`config.mk`:
```
export PLATFORM = sky130hd
export DESIGN_NAME = debug_top
export DESIGN_NICKNAME = d
export VERILOG_FILES = /design/src/hw/dbg_pkg.sv /design/src/hw/cmd_decoder.sv /design/src/hw/debug_ctrl.sv /design/src/hw/debug_top.sv /design/src/hw/mini_core.sv /design/src/hw/tx_serializer.sv
export SDC_FILE = /design/constraint.sdc
export NUM_CORES = 2
export LEC_CHECK = 0
export BUFFER_PORTS_ARGS = -buffer_cell sky130_fd_sc_hd__buf_2
export CORE_UTILIZATION = 45
export DETAILED_ROUTE_END_ITERATION = 6
export PLACE_DENSITY_LB_ADDON = 0.2
export SLEW_MARGIN = 40
export SYNTH_ARGS = -nofsm -noshare
export SYNTH_HDL_FRONTEND = slang
export SYNTH_SLANG_ARGS = --single-unit
```
`constraint.sdc`:
```
create_clock -name clk -period 8.1 [get_ports clk]
set_input_delay 1.215 -clock clk [delete_from_list [all_inputs] [get_ports clk]]
set_output_delay 1.215 -clock clk [all_outputs]
set_load 0.005 [all_outputs]
```
`src/hw/dbg_pkg.sv`:
```
package dbg_pkg;

    // Sizes
    localparam int WORD_BITS      = 32;
    localparam int BYTE_BITS      = 8;
    localparam int BYTES_PER_WORD = WORD_BITS / BYTE_BITS;
    localparam int IMEM_WORDS     = 16;
    localparam int NUM_REGS       = 8;
    localparam int DMEM_WORDS     = 8;
    localparam int DUMP_WORDS     = 2 + NUM_REGS + DMEM_WORDS;
    localparam int IMEM_AW        = $clog2(IMEM_WORDS);
    localparam int REG_AW         = $clog2(NUM_REGS);
    localparam int DMEM_AW        = $clog2(DMEM_WORDS);
    localparam int SEL_IDX_BITS   = 3;
    localparam int DUMP_CNT_BITS  = 5;

    // Command bytes, ASCII
    localparam logic [BYTE_BITS-1:0] CMD_LOAD = 8'h6C;  // 'l'
    localparam logic [BYTE_BITS-1:0] CMD_RUN  = 8'h72;  // 'r'
    localparam logic [BYTE_BITS-1:0] CMD_STEP = 8'h73;  // 's'
    localparam logic [WORD_BITS-1:0] LOAD_END = 32'hFFFF_FFFF;

    // Opcodes and funct
    localparam logic [5:0] OP_RTYPE = 6'h00;
    localparam logic [5:0] OP_ADDI  = 6'h08;
    localparam logic [5:0] OP_SW    = 6'h2B;
    localparam logic [5:0] OP_HALT  = 6'h3F;
    localparam logic [5:0] FN_ADD   = 6'h20;

    // Dump areas
    localparam logic [1:0] AREA_CTRL = 2'd0;
    localparam logic [1:0] AREA_REG  = 2'd1;
    localparam logic [1:0] AREA_MEM  = 2'd2;
    localparam logic [SEL_IDX_BITS-1:0] SEL_PC    = 3'd0;
    localparam logic [SEL_IDX_BITS-1:0] SEL_COUNT = 3'd1;

    typedef struct packed {
        logic [5:0] opcode;
        logic [4:0] rs;
        logic [4:0] rt;
        logic [4:0] rd;
        logic [4:0] shamt;
        logic [5:0] funct;
    } instr_r_t;

    typedef struct packed {
        logic [5:0]  opcode;
        logic [4:0]  rs;
        logic [4:0]  rt;
        logic [15:0] imm;
    } instr_i_t;

    typedef union packed {
        instr_r_t r;
        instr_i_t i;
    } instr_u;

    typedef enum logic [2:0] {
        NONE,
        RUN,
        STEP,
        LOAD_WORD,
        LOAD_DONE
    } cmd_kind_e;

    typedef struct packed {
        cmd_kind_e              kind;
        logic [WORD_BITS-1:0]   word;
    } dbg_cmd_t;

    typedef struct packed {
        logic [1:0]              area;
        logic [SEL_IDX_BITS-1:0] index;
    } dump_sel_t;

endpackage

```
`src/hw/cmd_decoder.sv`:
```
`timescale 1ns/1ps

module cmd_decoder (
    input  logic                           clk,
    input  logic                           reset,
    input  logic                           i_rx_valid,
    input  logic [dbg_pkg::BYTE_BITS-1:0]  i_rx_data,
    output logic                           o_rx_ready,
    input  logic                           i_accept,
    output dbg_pkg::dbg_cmd_t              o_cmd
);
    import dbg_pkg::*;

    cmd_kind_e            cmd_kind;
    logic                 in_load;
    logic [1:0]           byte_cnt;
    logic [WORD_BITS-1:0] shift_word;
    logic [WORD_BITS-1:0] next_word;
    logic                 take;

    // Hold off while a command pulse is still on its way to the controller
    assign o_rx_ready = i_accept && (cmd_kind == NONE);
    assign take       = i_rx_valid && o_rx_ready;
    assign next_word  = {shift_word[WORD_BITS-BYTE_BITS-1:0], i_rx_data};

    assign o_cmd.kind = cmd_kind;
    assign o_cmd.word = shift_word;

    always_ff @(posedge clk or posedge reset) begin
        if (reset) begin
            cmd_kind <= NONE;
            in_load  <= 1'b0;
            byte_cnt <= '0;
        end else begin
            cmd_kind <= NONE;  // One-cycle pulse
            if (take) begin
                if (!in_load) begin
                    case (i_rx_data)
                        CMD_LOAD: begin
                            in_load  <= 1'b1;
                            byte_cnt <= '0;
                        end
                        CMD_RUN:  cmd_kind <= RUN;
                        CMD_STEP: cmd_kind <= STEP;
                        default:  cmd_kind <= NONE;  // Unknown bytes dropped
                    endcase
                end else begin
                    byte_cnt <= byte_cnt + 1'b1;
                    if (byte_cnt == 2'(BYTES_PER_WORD - 1)) begin
                        if (next_word == LOAD_END) begin
                            cmd_kind <= LOAD_DONE;
                            in_load  <= 1'b0;
                        end else begin
                            cmd_kind <= LOAD_WORD;
                        end
                    end
                end
            end
        end
    end

    // MSB first
    always_ff @(posedge clk) begin
        if (take && in_load) begin
            shift_word <= next_word;
        end
    end

endmodule

```
`src/hw/debug_ctrl.sv`:
```
`timescale 1ns/1ps

module debug_ctrl (
    input  logic                            clk,
    input  logic                            reset,
    input  dbg_pkg::dbg_cmd_t               i_cmd,
    output logic                            o_accept,
    output logic                            o_step_en,
    output logic                            o_clear,
    output logic                            o_imem_we,
    output logic [dbg_pkg::IMEM_AW-1:0]     o_imem_addr,
    output logic [dbg_pkg::WORD_BITS-1:0]   o_imem_data,
    input  logic                            i_halted,
    output dbg_pkg::dump_sel_t              o_sel,
    input  logic [dbg_pkg::WORD_BITS-1:0]   i_rd_word,
    output logic [dbg_pkg::WORD_BITS-1:0]   o_word,
    output logic                            o_word_valid,
    input  logic                            i_word_ready
);
    import dbg_pkg::*;

    typedef enum logic [2:0] {
        S_IDLE,
        S_LOAD,
        S_RUN,
        S_STEP,
        S_DUMP
    } state_e;

    state_e                   state;
    logic [IMEM_AW-1:0]       load_addr;
    logic [DUMP_CNT_BITS-1:0] dump_cnt;
    logic [DUMP_CNT_BITS-1:0] cnt_m2;
    logic                     loading;
    logic                     dump_drain;

    assign loading    = (state == S_IDLE) || (state == S_LOAD);
    // All words handed over, last bytes still leaving the serializer
    assign dump_drain = (state == S_DUMP) && (dump_cnt == DUMP_CNT_BITS'(DUMP_WORDS));

    // Reopen the input as soon as the serializer is empty again
    assign o_accept = loading || (dump_drain && i_word_ready);

    // First word of a load clears the core and lands on address 0
    assign o_clear     = (state == S_IDLE) &&
                         ((i_cmd.kind == LOAD_WORD) || (i_cmd.kind == LOAD_DONE));
    assign o_imem_we   = loading && (i_cmd.kind == LOAD_WORD);
    assign o_imem_addr = (state == S_IDLE) ? '0 : load_addr;
    assign o_imem_data = i_cmd.word;

    assign o_step_en = ((state == S_RUN) || (state == S_STEP)) && !i_halted;

    assign cnt_m2 = dump_cnt - DUMP_CNT_BITS'(2);

    // Dump order: PC, count, r0..r7, d0..d7
    always_comb begin
        o_sel.index = cnt_m2[SEL_IDX_BITS-1:0];
        if (dump_cnt < DUMP_CNT_BITS'(2)) begin
            o_sel.area  = AREA_CTRL;
            o_sel.index = dump_cnt[SEL_IDX_BITS-1:0];
        end else if (dump_cnt < DUMP_CNT_BITS'(2 + NUM_REGS)) begin
            o_sel.area = AREA_REG;
        end else begin
            o_sel.area = AREA_MEM;
        end
    end

    assign o_word       = i_rd_word;
    assign o_word_valid = (state == S_DUMP) && !dump_drain;

    always_ff @(posedge clk or posedge reset) begin
        if (reset) begin
            state     <= S_IDLE;
            load_addr <= '0;
            dump_cnt  <= '0;
        end else begin
            case (state)
                S_IDLE: begin
                    case (i_cmd.kind)
                        RUN:  state <= S_RUN;
                        STEP: state <= S_STEP;
                        LOAD_WORD: begin
                            load_addr <= IMEM_AW'(1);
                            state     <= S_LOAD;
                        end
                        default: state <= S_IDLE;
                    endcase
                end
                S_LOAD: begin
                    if (i_cmd.kind == LOAD_WORD) begin
                        load_addr <= load_addr + 1'b1;
                    end else if (i_cmd.kind == LOAD_DONE) begin
                        state <= S_IDLE;
                    end
                end
                S_RUN: begin
                    if (i_halted) begin
                        state <= S_DUMP;
                    end
                end
                S_STEP: begin
                    state <= S_DUMP;  // Single enabled cycle
                end
                S_DUMP: begin
                    if (dump_drain) begin
                        if (i_word_ready) begin
                            dump_cnt <= '0;
                            state    <= S_IDLE;
                        end
                    end else if (i_word_ready) begin
                        dump_cnt <= dump_cnt + 1'b1;
                    end
                end
                default: state <= S_IDLE;
            endcase
        end
    end

endmodule

```
`src/hw/debug_top.sv`:
```
`timescale 1ns/1ps

module debug_top (
    input  logic                            clk,
    input  logic                            reset,
    input  logic                            i_rx_valid,
    input  logic [dbg_pkg::BYTE_BITS-1:0]   i_rx_data,
    output logic                            o_rx_ready,
    output logic                            o_tx_valid,
    output logic [dbg_pkg::BYTE_BITS-1:0]   o_tx_data,
    input  logic                            i_tx_ready
);
    import dbg_pkg::*;

    dbg_cmd_t             cmd;
    logic                 accept;
    logic                 step_en;
    logic                 clear;
    logic                 imem_we;
    logic [IMEM_AW-1:0]   imem_addr;
    logic [WORD_BITS-1:0] imem_data;
    logic                 halted;
    dump_sel_t            sel;
    logic [WORD_BITS-1:0] rd_word;
    logic [WORD_BITS-1:0] word;
    logic                 word_valid;
    logic                 word_ready;

    cmd_decoder cmd_decoder_inst (
        .clk        (clk),
        .reset      (reset),
        .i_rx_valid (i_rx_valid),
        .i_rx_data  (i_rx_data),
        .o_rx_ready (o_rx_ready),
        .i_accept   (accept),
        .o_cmd      (cmd)
    );

    debug_ctrl debug_ctrl_inst (
        .clk          (clk),
        .reset        (reset),
        .i_cmd        (cmd),
        .o_accept     (accept),
        .o_step_en    (step_en),
        .o_clear      (clear),
        .o_imem_we    (imem_we),
        .o_imem_addr  (imem_addr),
        .o_imem_data  (imem_data),
        .i_halted     (halted),
        .o_sel        (sel),
        .i_rd_word    (rd_word),
        .o_word       (word),
        .o_word_valid (word_valid),
        .i_word_ready (word_ready)
    );

    tx_serializer tx_serializer_inst (
        .clk          (clk),
        .reset        (reset),
        .i_word       (word),
        .i_word_valid (word_valid),
        .o_word_ready (word_ready),
        .o_tx_valid   (o_tx_valid),
        .o_tx_data    (o_tx_data),
        .i_tx_ready   (i_tx_ready)
    );

    mini_core mini_core_inst (
        .clk         (clk),
        .reset       (reset),
        .i_step_en   (step_en),
        .i_clear     (clear),
        .i_imem_we   (imem_we),
        .i_imem_addr (imem_addr),
        .i_imem_data (imem_data),
        .i_sel       (sel),
        .o_rd_word   (rd_word),
        .o_halted    (halted)
    );

endmodule

```
`src/hw/mini_core.sv`:
```
`timescale 1ns/1ps

module mini_core (
    input  logic                            clk,
    input  logic                            reset,
    input  logic                            i_step_en,
    input  logic                            i_clear,
    input  logic                            i_imem_we,
    input  logic [dbg_pkg::IMEM_AW-1:0]     i_imem_addr,
    input  logic [dbg_pkg::WORD_BITS-1:0]   i_imem_data,
    input  dbg_pkg::dump_sel_t              i_sel,
    output logic [dbg_pkg::WORD_BITS-1:0]   o_rd_word,
    output logic                            o_halted
);
    import dbg_pkg::*;

    logic [WORD_BITS-1:0] imem [IMEM_WORDS];
    logic [WORD_BITS-1:0] regs [1:NUM_REGS-1];  // r0 is hardwired
    logic [WORD_BITS-1:0] dmem [DMEM_WORDS];

    logic [IMEM_AW-1:0]   pc;
    logic [WORD_BITS-1:0] cycle_cnt;
    logic                 halted;

    instr_u               instr;
    logic                 exec;
    logic                 is_add;
    logic                 is_addi;
    logic                 is_sw;
    logic                 is_halt;
    logic [WORD_BITS-1:0] rs_val;
    logic [WORD_BITS-1:0] rt_val;
    logic [WORD_BITS-1:0] imm_ext;
    logic [WORD_BITS-1:0] addr_sum;
    logic [REG_AW-1:0]    wr_idx;
    logic [WORD_BITS-1:0] wr_val;

    function automatic logic [WORD_BITS-1:0] rf_read(input logic [REG_AW-1:0] idx);
        if (idx == '0) begin
            return '0;
        end
        return regs[idx];
    endfunction

    assign o_halted = halted;
    assign exec     = i_step_en && !halted;

    // Decode
    assign instr    = imem[pc];
    assign is_add   = (instr.r.opcode == OP_RTYPE) && (instr.r.funct == FN_ADD);
    assign is_addi  = (instr.i.opcode == OP_ADDI);
    assign is_sw    = (instr.i.opcode == OP_SW);
    assign is_halt  = (instr.i.opcode == OP_HALT);

    always_comb begin
        rs_val = rf_read(instr.r.rs[REG_AW-1:0]);
        rt_val = rf_read(instr.r.rt[REG_AW-1:0]);
    end

    assign imm_ext  = {{(WORD_BITS-16){instr.i.imm[15]}}, instr.i.imm};
    assign addr_sum = rs_val + imm_ext;

    assign wr_idx = is_add ? instr.r.rd[REG_AW-1:0] : instr.i.rt[REG_AW-1:0];
    assign wr_val = is_add ? (rs_val + rt_val) : addr_sum;

    always_ff @(posedge clk) begin
        if (i_imem_we) begin
            imem[i_imem_addr] <= i_imem_data;
        end
    end

    // Control state
    always_ff @(posedge clk or posedge reset) begin
        if (reset) begin
            pc        <= '0;
            cycle_cnt <= '0;
            halted    <= 1'b0;
        end else if (i_clear) begin
            pc        <= '0;
            cycle_cnt <= '0;
            halted    <= 1'b0;
        end else if (exec) begin
            cycle_cnt <= cycle_cnt + 1'b1;  // HALT cycle counts too
            if (is_halt) begin
                halted <= 1'b1;  // PC stays on HALT
            end else begin
                pc <= pc + 1'b1;
            end
        end
    end

    // Register file and data memory
    always_ff @(posedge clk) begin
        if (i_clear) begin
            for (int i = 1; i < NUM_REGS; i++) begin
                regs[i] <= '0;
            end
            for (int j = 0; j < DMEM_WORDS; j++) begin
                dmem[j] <= '0;
            end
        end else if (exec) begin
            if ((is_add || is_addi) && (wr_idx != '0)) begin
                regs[wr_idx] <= wr_val;
            end
            if (is_sw) begin
                dmem[addr_sum[DMEM_AW-1:0]] <= rt_val;  // Address wraps mod 8
            end
        end
    end

    // Dump read port
    always_comb begin
        case (i_sel.area)
            AREA_CTRL: begin
                if (i_sel.index == SEL_COUNT) begin
                    o_rd_word = cycle_cnt;
                end else begin
                    o_rd_word = WORD_BITS'(pc);
                end
            end
            AREA_REG: o_rd_word = rf_read(i_sel.index[REG_AW-1:0]);
            AREA_MEM: o_rd_word = dmem[i_sel.index[DMEM_AW-1:0]];
            default:  o_rd_word = '0;
        endcase
    end

endmodule

```
`src/hw/tx_serializer.sv`:
```
`timescale 1ns/1ps

module tx_serializer (
    input  logic                            clk,
    input  logic                            reset,
    input  logic [dbg_pkg::WORD_BITS-1:0]   i_word,
    input  logic                            i_word_valid,
    output logic                            o_word_ready,
    output logic                            o_tx_valid,
    output logic [dbg_pkg::BYTE_BITS-1:0]   o_tx_data,
    input  logic                            i_tx_ready
);
    import dbg_pkg::*;

    logic [WORD_BITS-1:0] shift_word;
    logic [2:0]           bytes_left;
    logic                 load;
    logic                 send;

    assign o_word_ready = (bytes_left == '0);  // Buffer empty
    assign o_tx_valid   = (bytes_left != '0);
    assign o_tx_data    = shift_word[WORD_BITS-1 -: BYTE_BITS];

    assign load = i_word_valid && o_word_ready;
    assign send = o_tx_valid && i_tx_ready;

    always_ff @(posedge clk or posedge reset) begin
        if (reset) begin
            bytes_left <= '0;
        end else if (load) begin
            bytes_left <= 3'(BYTES_PER_WORD);
        end else if (send) begin
            bytes_left <= bytes_left - 1'b1;
        end
    end

    always_ff @(posedge clk) begin
        if (load) begin
            shift_word <= i_word;
        end else if (send) begin
            shift_word <= shift_word << BYTE_BITS;  // Next byte to the top
        end
    end

endmodule

```
# [Word-level counts from Yosys, hierarchy flattened]
# Memories as Yosys holds them, arrays and structs flattened.
# Index checks and enable logic that the tools add are counted.
[op_classes] add_sub_neg=9 n_lt_le_gt_ge=2 n_eq_ne=29 muxes=72 n_reduce_logical=44
[ops] op="$mux 32" n=14
[ops] op="$pmux 32 s3" n=1
[ops] op="$add 32x32->32" n=2
[ops] op="$reduce_or 32->1" n=2
[ops] op="$mux 3" n=15
[ops] op="$add 32x1->32 const B" n=1
[ops] op="$eq 32x32->1 const B" n=1
[ops] op="$mux 1" n=25
[ops] op="$eq 8x7->1 const B" n=3
[ops] op="$mux 4" n=6
[ops] op="$eq 6x6->1 const B" n=3
[ops] op="$logic_not 3->1" n=6
[ops] op="$mux 5" n=3
[ops] op="$pmux 3 s5" n=1
[ops] op="$logic_and 1x1->1" n=14
[ops] op="$eq 3x2->1 const B" n=4
[ops] op="$ne 2x2->1 const B" n=5
[ops] op="$reduce_bool 2->1" n=5
[ops] op="$eq 3x1->1 const B" n=3
[ops] op="$add 4x1->4 const B" n=2
[ops] op="$mux 2" n=4
[ops] op="$pmux 4 s2" n=1
[ops] op="$reduce_and 2->1" n=4
[ops] op="$eq 3x3->1 const B" n=2
[ops] op="20 further kinds" n=29
[totals] reg_bits=122 mem_bits_rw=992 output_inout_bits=10 wordCells=171 memories=3
[mem_list] memory="mini_core_inst.imem" words=16 width=32 rd=1 rd_clocked_by_memory_dff=0 wr=1 line_no="mini_core.sv:17" rtl="logic [WORD_BITS-1:0] imem [IMEM_WORDS];"
[mem_list] memory="mini_core_inst.dmem" words=8 width=32 rd=1 rd_clocked_by_memory_dff=0 wr=8 line_no="mini_core.sv:19" rtl="logic [WORD_BITS-1:0] dmem [DMEM_WORDS];"
[mem_list] memory="mini_core_inst.regs" words=7 width=32 rd=3 rd_clocked_by_memory_dff=0 wr=7 line_no="mini_core.sv:18" rtl="logic [WORD_BITS-1:0] regs [1:NUM_REGS-1];"

# [Logic depth before layout (Yosys ltp)]
# An unclocked memory read counts as a cell.
[depth] word_depth=12 ltp_mapped=29 depth_no_buf=22

# [Hierarchy]
# A second synthesis with hierarchy kept.
[hier_totals] hier_cells=4313 hier_area_um2=53377.4
[by_module_without_submodules] module="mini_core" instances=1 cells_each=3979 area_per_inst_um2=48987.0 seq_area_each_um2=28822.6
[by_module_without_submodules] module="tx_serializer" instances=1 cells_each=98 area_per_inst_um2=1677.9 seq_area_each_um2=1036.0
[by_module_without_submodules] module="cmd_decoder" instances=1 cells_each=76 area_per_inst_um2=1371.3 seq_area_each_um2=1111.1
[by_module_without_submodules] module="debug_ctrl" instances=1 cells_each=160 area_per_inst_um2=1341.3 seq_area_each_um2=300.3

# [Worst setup path after synthesis]
# Ideal clock, no wire load.
[synth_timing] path_type="register -> register" from="reg mini_core_inst.pc[2]" to="mem mini_core_inst.regs[6][31], data pin" arrival_ps=5807 t_required_ps=7831 path_slack_ps=2024 stages_incl_launch_ff=27 synth_period_minus_slack_ps=6076 cell_sequence="dfrtp_1 buf_6 buf_6 buf_6 mux4_2 mux2i_1 nand2_1 nand2_1 clkbuf_1 buf_1 buf_1 nand3_1 a31oi_1 inv_1 ha_1 a21o_1 maj3_2 maj3_2 o211ai_2 o211ai_2 a31oi_4 o2111ai_1 nand2_2 mux2i_1 and3_4 buf_6 nor4_2"
[synth_rtl] item="from (decl)" line_no="mini_core.sv:21" rtl="logic [IMEM_AW-1:0] pc;"
[synth_rtl] item="from (signal assigned)" line_no="mini_core.sv:87" rtl="pc <= pc + 1'b1;"
[synth_rtl] item="to (decl)" line_no="mini_core.sv:18"

==> qor.yml <==
drv_slew: 0
clock_skew_ns: 0.0226
yosysWarnings: 0
preCtsSetupSlack_ns: 1.09
grt_overflow: 0
fin_nets: 4285
period_minus_slack_ns: 7.15
dp_hpwl_mm: 99.2
diodes: 0
drc_errors: 0
outcome: "completed"
finalCritPeriodShare: 0.883
yosysSeqAreaShare: 0.602
clkLatencyLatePin_ns: 0.70
io_pins: 22
std_cell_rows: 124
synth_edf_count: 991
grt_pass1_vias: 35000
cts-root-buf: "clkbuf_16"
antenna_found_initial: 2
syn2layout_area_growth_pct: 10.8
htree_num_levels: 3
clkSlewWorstSetupHoldPaths_ns: 0.06
grt_max_degree: 87
wl_per_cell_um: 27.5
grt_usage: 0.271
hold_viol_final: 0
grt_pass1_wl_mm: 232
required_ns: 8.53
vias: 36100
synth-seq-cells: 1049
cts_buffer_depth: 3
drv_cap: 0
port_buffers: 21
max_slew_margin: 0.362
synth_area_um2: 51900
synth_cell_types: 113
critPathArrivalTime_ns: 7.58
rsz0062_at_grt: "no"
yosysTopAreaCellShare: 0.574
yosysTopAreaCell: "edfxtp_1"
cts_setup_buffers: 0
setup_viol: 0
viasPerCell: 6.20
die_area_um2: 117000
startpoint_type: "flip-flop"
tightestPinTransition_ns: 0.955
crit_path_end_kind: "flip-flop"
globalplace.congestion: 0.931
postCtsResizedCells: 0
dr.pass1.iters: 6
syn_avg_cell_area_um2: 12.2
syn-num-nets: 4325
crit_fanout: 23
ys_top_cells_by_area: "edfxtp_1 (57%), mux4_2 (6.0%), nor2_1 (4.4%)"
setup_slack_ns: 0.946
cts_tree: "yes"
path_cells: "buf_4 > mux4_2 > mux2i_1 > mux2i_4 > nor2_4 > a21oi_1 > nor2_1 > a31oi_1 > buf_4 > inv_1 > ha_1 > inv_1 > fa_1 > maj3_2 > a2111oi_2 > nor2_1 > a41oi_2 > a31o_4 > a21o_1 > nand2_1 > xnor2_1 > a211oi_4 > nor2_1"
cts_buffers: 106
drt_wl_total_mm: 160
crit_top_cell: "nor2_1"
max_freq_mhz: 140
fp.dieH_um: 342
max_stage_delay_ns: 0.80
initial_core_util: 0.454
ant_nets: 0
setup_tns_ns: 0
die_w_um: 342
hold_buffers: 0
crit_type: "flip-flop to flip-flop"
postSynthCellCount: 4269
synthFlopType: "edfxtp_1"
drtIter0Drc: 3863
cts.sink_count: 1049
core_um2: 114000
min_path_type: "flip-flop to flip-flop"
critical_path.slowest_cell: "dfrtp_2"
drive_gt1_frac: 0.153
synth-async-reset-ratio: 0.0553
layer usage:
metal	vias to the layer above	track usage	part of all wire	wire, um
met4	4	0.106	0.038	6140
met1	18100	0.358	0.40	64000
met3	361	0.0426	0.084	13500
li1	15900	-	-	-
met2	1771	0.449	0.48	76700
met5	-	0	0.00017	28
worst max-delay path: cells and delay by family (launching register included):
kind	cells	cell delay, ns
flops	1	0.80
simple gates	5	1.27
buf+inv	4	0.76
xor+xnor	1	0.20
fa+ha+maj	3	1.00
compound gates	7	1.82
mux	3	0.99
flip-flops by register name, indices dropped and copies added, names as in the netlist:
register and flops:
debug_ctrl_inst.state 3, mini_core_inst.imem 448, mini_core_inst.cycle_cnt 32, debug_ctrl_inst.dump_cnt 5, tx_serializer_inst.bytes_left 3, mini_core_inst.dmem 256, cmd_decoder_inst.byte_cnt 2, cmd_decoder_inst.in_load 1
debug_ctrl_inst.load_addr 4, cmd_decoder_inst.shift_word 30, tx_serializer_inst.shift_word 32, mini_core_inst.pc 4, mini_core_inst.o_halted 1, mini_core_inst.regs 225, cmd_decoder_inst.cmd_kind 3
path summary, 6_finish.rpt:
path,from,to,depth (start not counted),slack [ns]
min in group asynchronous,reset,debug_ctrl_inst.load_addr[1],3,0.68
setup / recovery,mini_core_inst.pc[2],mini_core_inst.regs[3][26],23,0.95
hold reg to reg,cmd_decoder_inst.shift_word[19],cmd_decoder_inst.shift_word[27],0,0.46
hold / removal,cmd_decoder_inst.shift_word[19],cmd_decoder_inst.shift_word[27],0,0.46
max in group asynchronous,reset,mini_core_inst.pc[1],3,6.86
setup reg to reg,mini_core_inst.pc[2],mini_core_inst.regs[3][26],23,0.95
cell usage after synthesis (all sizes together) (25+ instances only):
cell type	n
edfxtp	991
nor2	610
nand2	548
a21oi	288
mux2i	183
clkbuf	182
o21ai	146
mux4	139
nand3	139
buf	109
inv	74
xnor2	64
dfrtp	58
a31oi	48
nor3	47
xor2	46
o22ai	43
ha	42
nand4	36
a31o	35
a221oi	30
a21o	29
o221ai	29
and2	27
a311oi	26
o211ai	25
cell usage in the layout, fill, tap and decap left out, types with 13 or more instances in the layout:
cell | synthesis | routed
a21o_1 | 29 | 29
a21oi_1 | 283 | 276
a221oi_1 | 28 | 28
a311oi_1 | 25 | 25
a31o_2 | 31 | 31
a31oi_1 | 46 | 37
and2_1 | 24 | 22
and3_1 | 21 | 21
buf_2 | 45 | 21
buf_4 | 20 | 111
clkbuf_1 | 182 | 33
clkbuf_16 | 0 | 107
clkinv_1 | 0 | 14
dfrtp_1 | 58 | 53
edfxtp_1 | 991 | 991
ha_1 | 42 | 42
inv_1 | 69 | 67
mux2_2 | 18 | 19
mux2i_1 | 173 | 169
mux4_2 | 139 | 139
nand2_1 | 545 | 528
nand2_2 | 2 | 14
nand3_1 | 138 | 133
nand4_1 | 35 | 35
nor2_1 | 605 | 591
nor2_4 | 2 | 18
nor2b_1 | 14 | 13
nor3_1 | 44 | 43
o211ai_1 | 19 | 19
o21ai_0 | 129 | 129
o221ai_1 | 28 | 28
o22ai_1 | 42 | 42
or3_1 | 14 | 13
xnor2_1 | 63 | 61
xor2_1 | 45 | 45
final cells by class:
type / instances / area, um^2
inverter: 74 / 278
clock inverter: 52 / 603
sequential: 1049 / 31200
timing repair buffer: 143 / 1120
clock buffer: 146 / 2880
fill: 9813 / 56900
multi-input combinational: 2855 / 19500
tap: 1512 / 1890
per-stage QoR:
stage	cell area (um^2)	util	hold WS [ns]	cells
floorplan	51900	-	0.427	4269
global placement	53800	0.471	0.440	5633
detailed placement	54000	0.472	0.443	5633
CTS	57500	0.503	0.458	5831
global route	57500	0.503	0.471	5831
finish	57500	0.503	0.459	5831
cells by family (layout without fill, tap and decap cells):
| family | count (synthesis) | after routing | share of synthesized area |
|---|---|---|---|
| and+or+nand+nor | 1518 | 1518 | 0.126 |
| DFF | 1049 | 1049 | 0.602 |
| AOI/OAI and AO/OA | 821 | 821 | 0.106 |
| buffers and inverters | 365 | 415 | 0.0310 |
| muxes | 344 | 344 | 0.102 |
| xor gates and xnor gates | 110 | 110 | 0.0189 |
| adders and majority gates | 61 | 61 | 0.0144 |
| other | 1 | 1 | 0.0000723 |
Power is not shown: default switching activity piles up to over one toggle a cycle in this logic, so the estimate is an artifact.
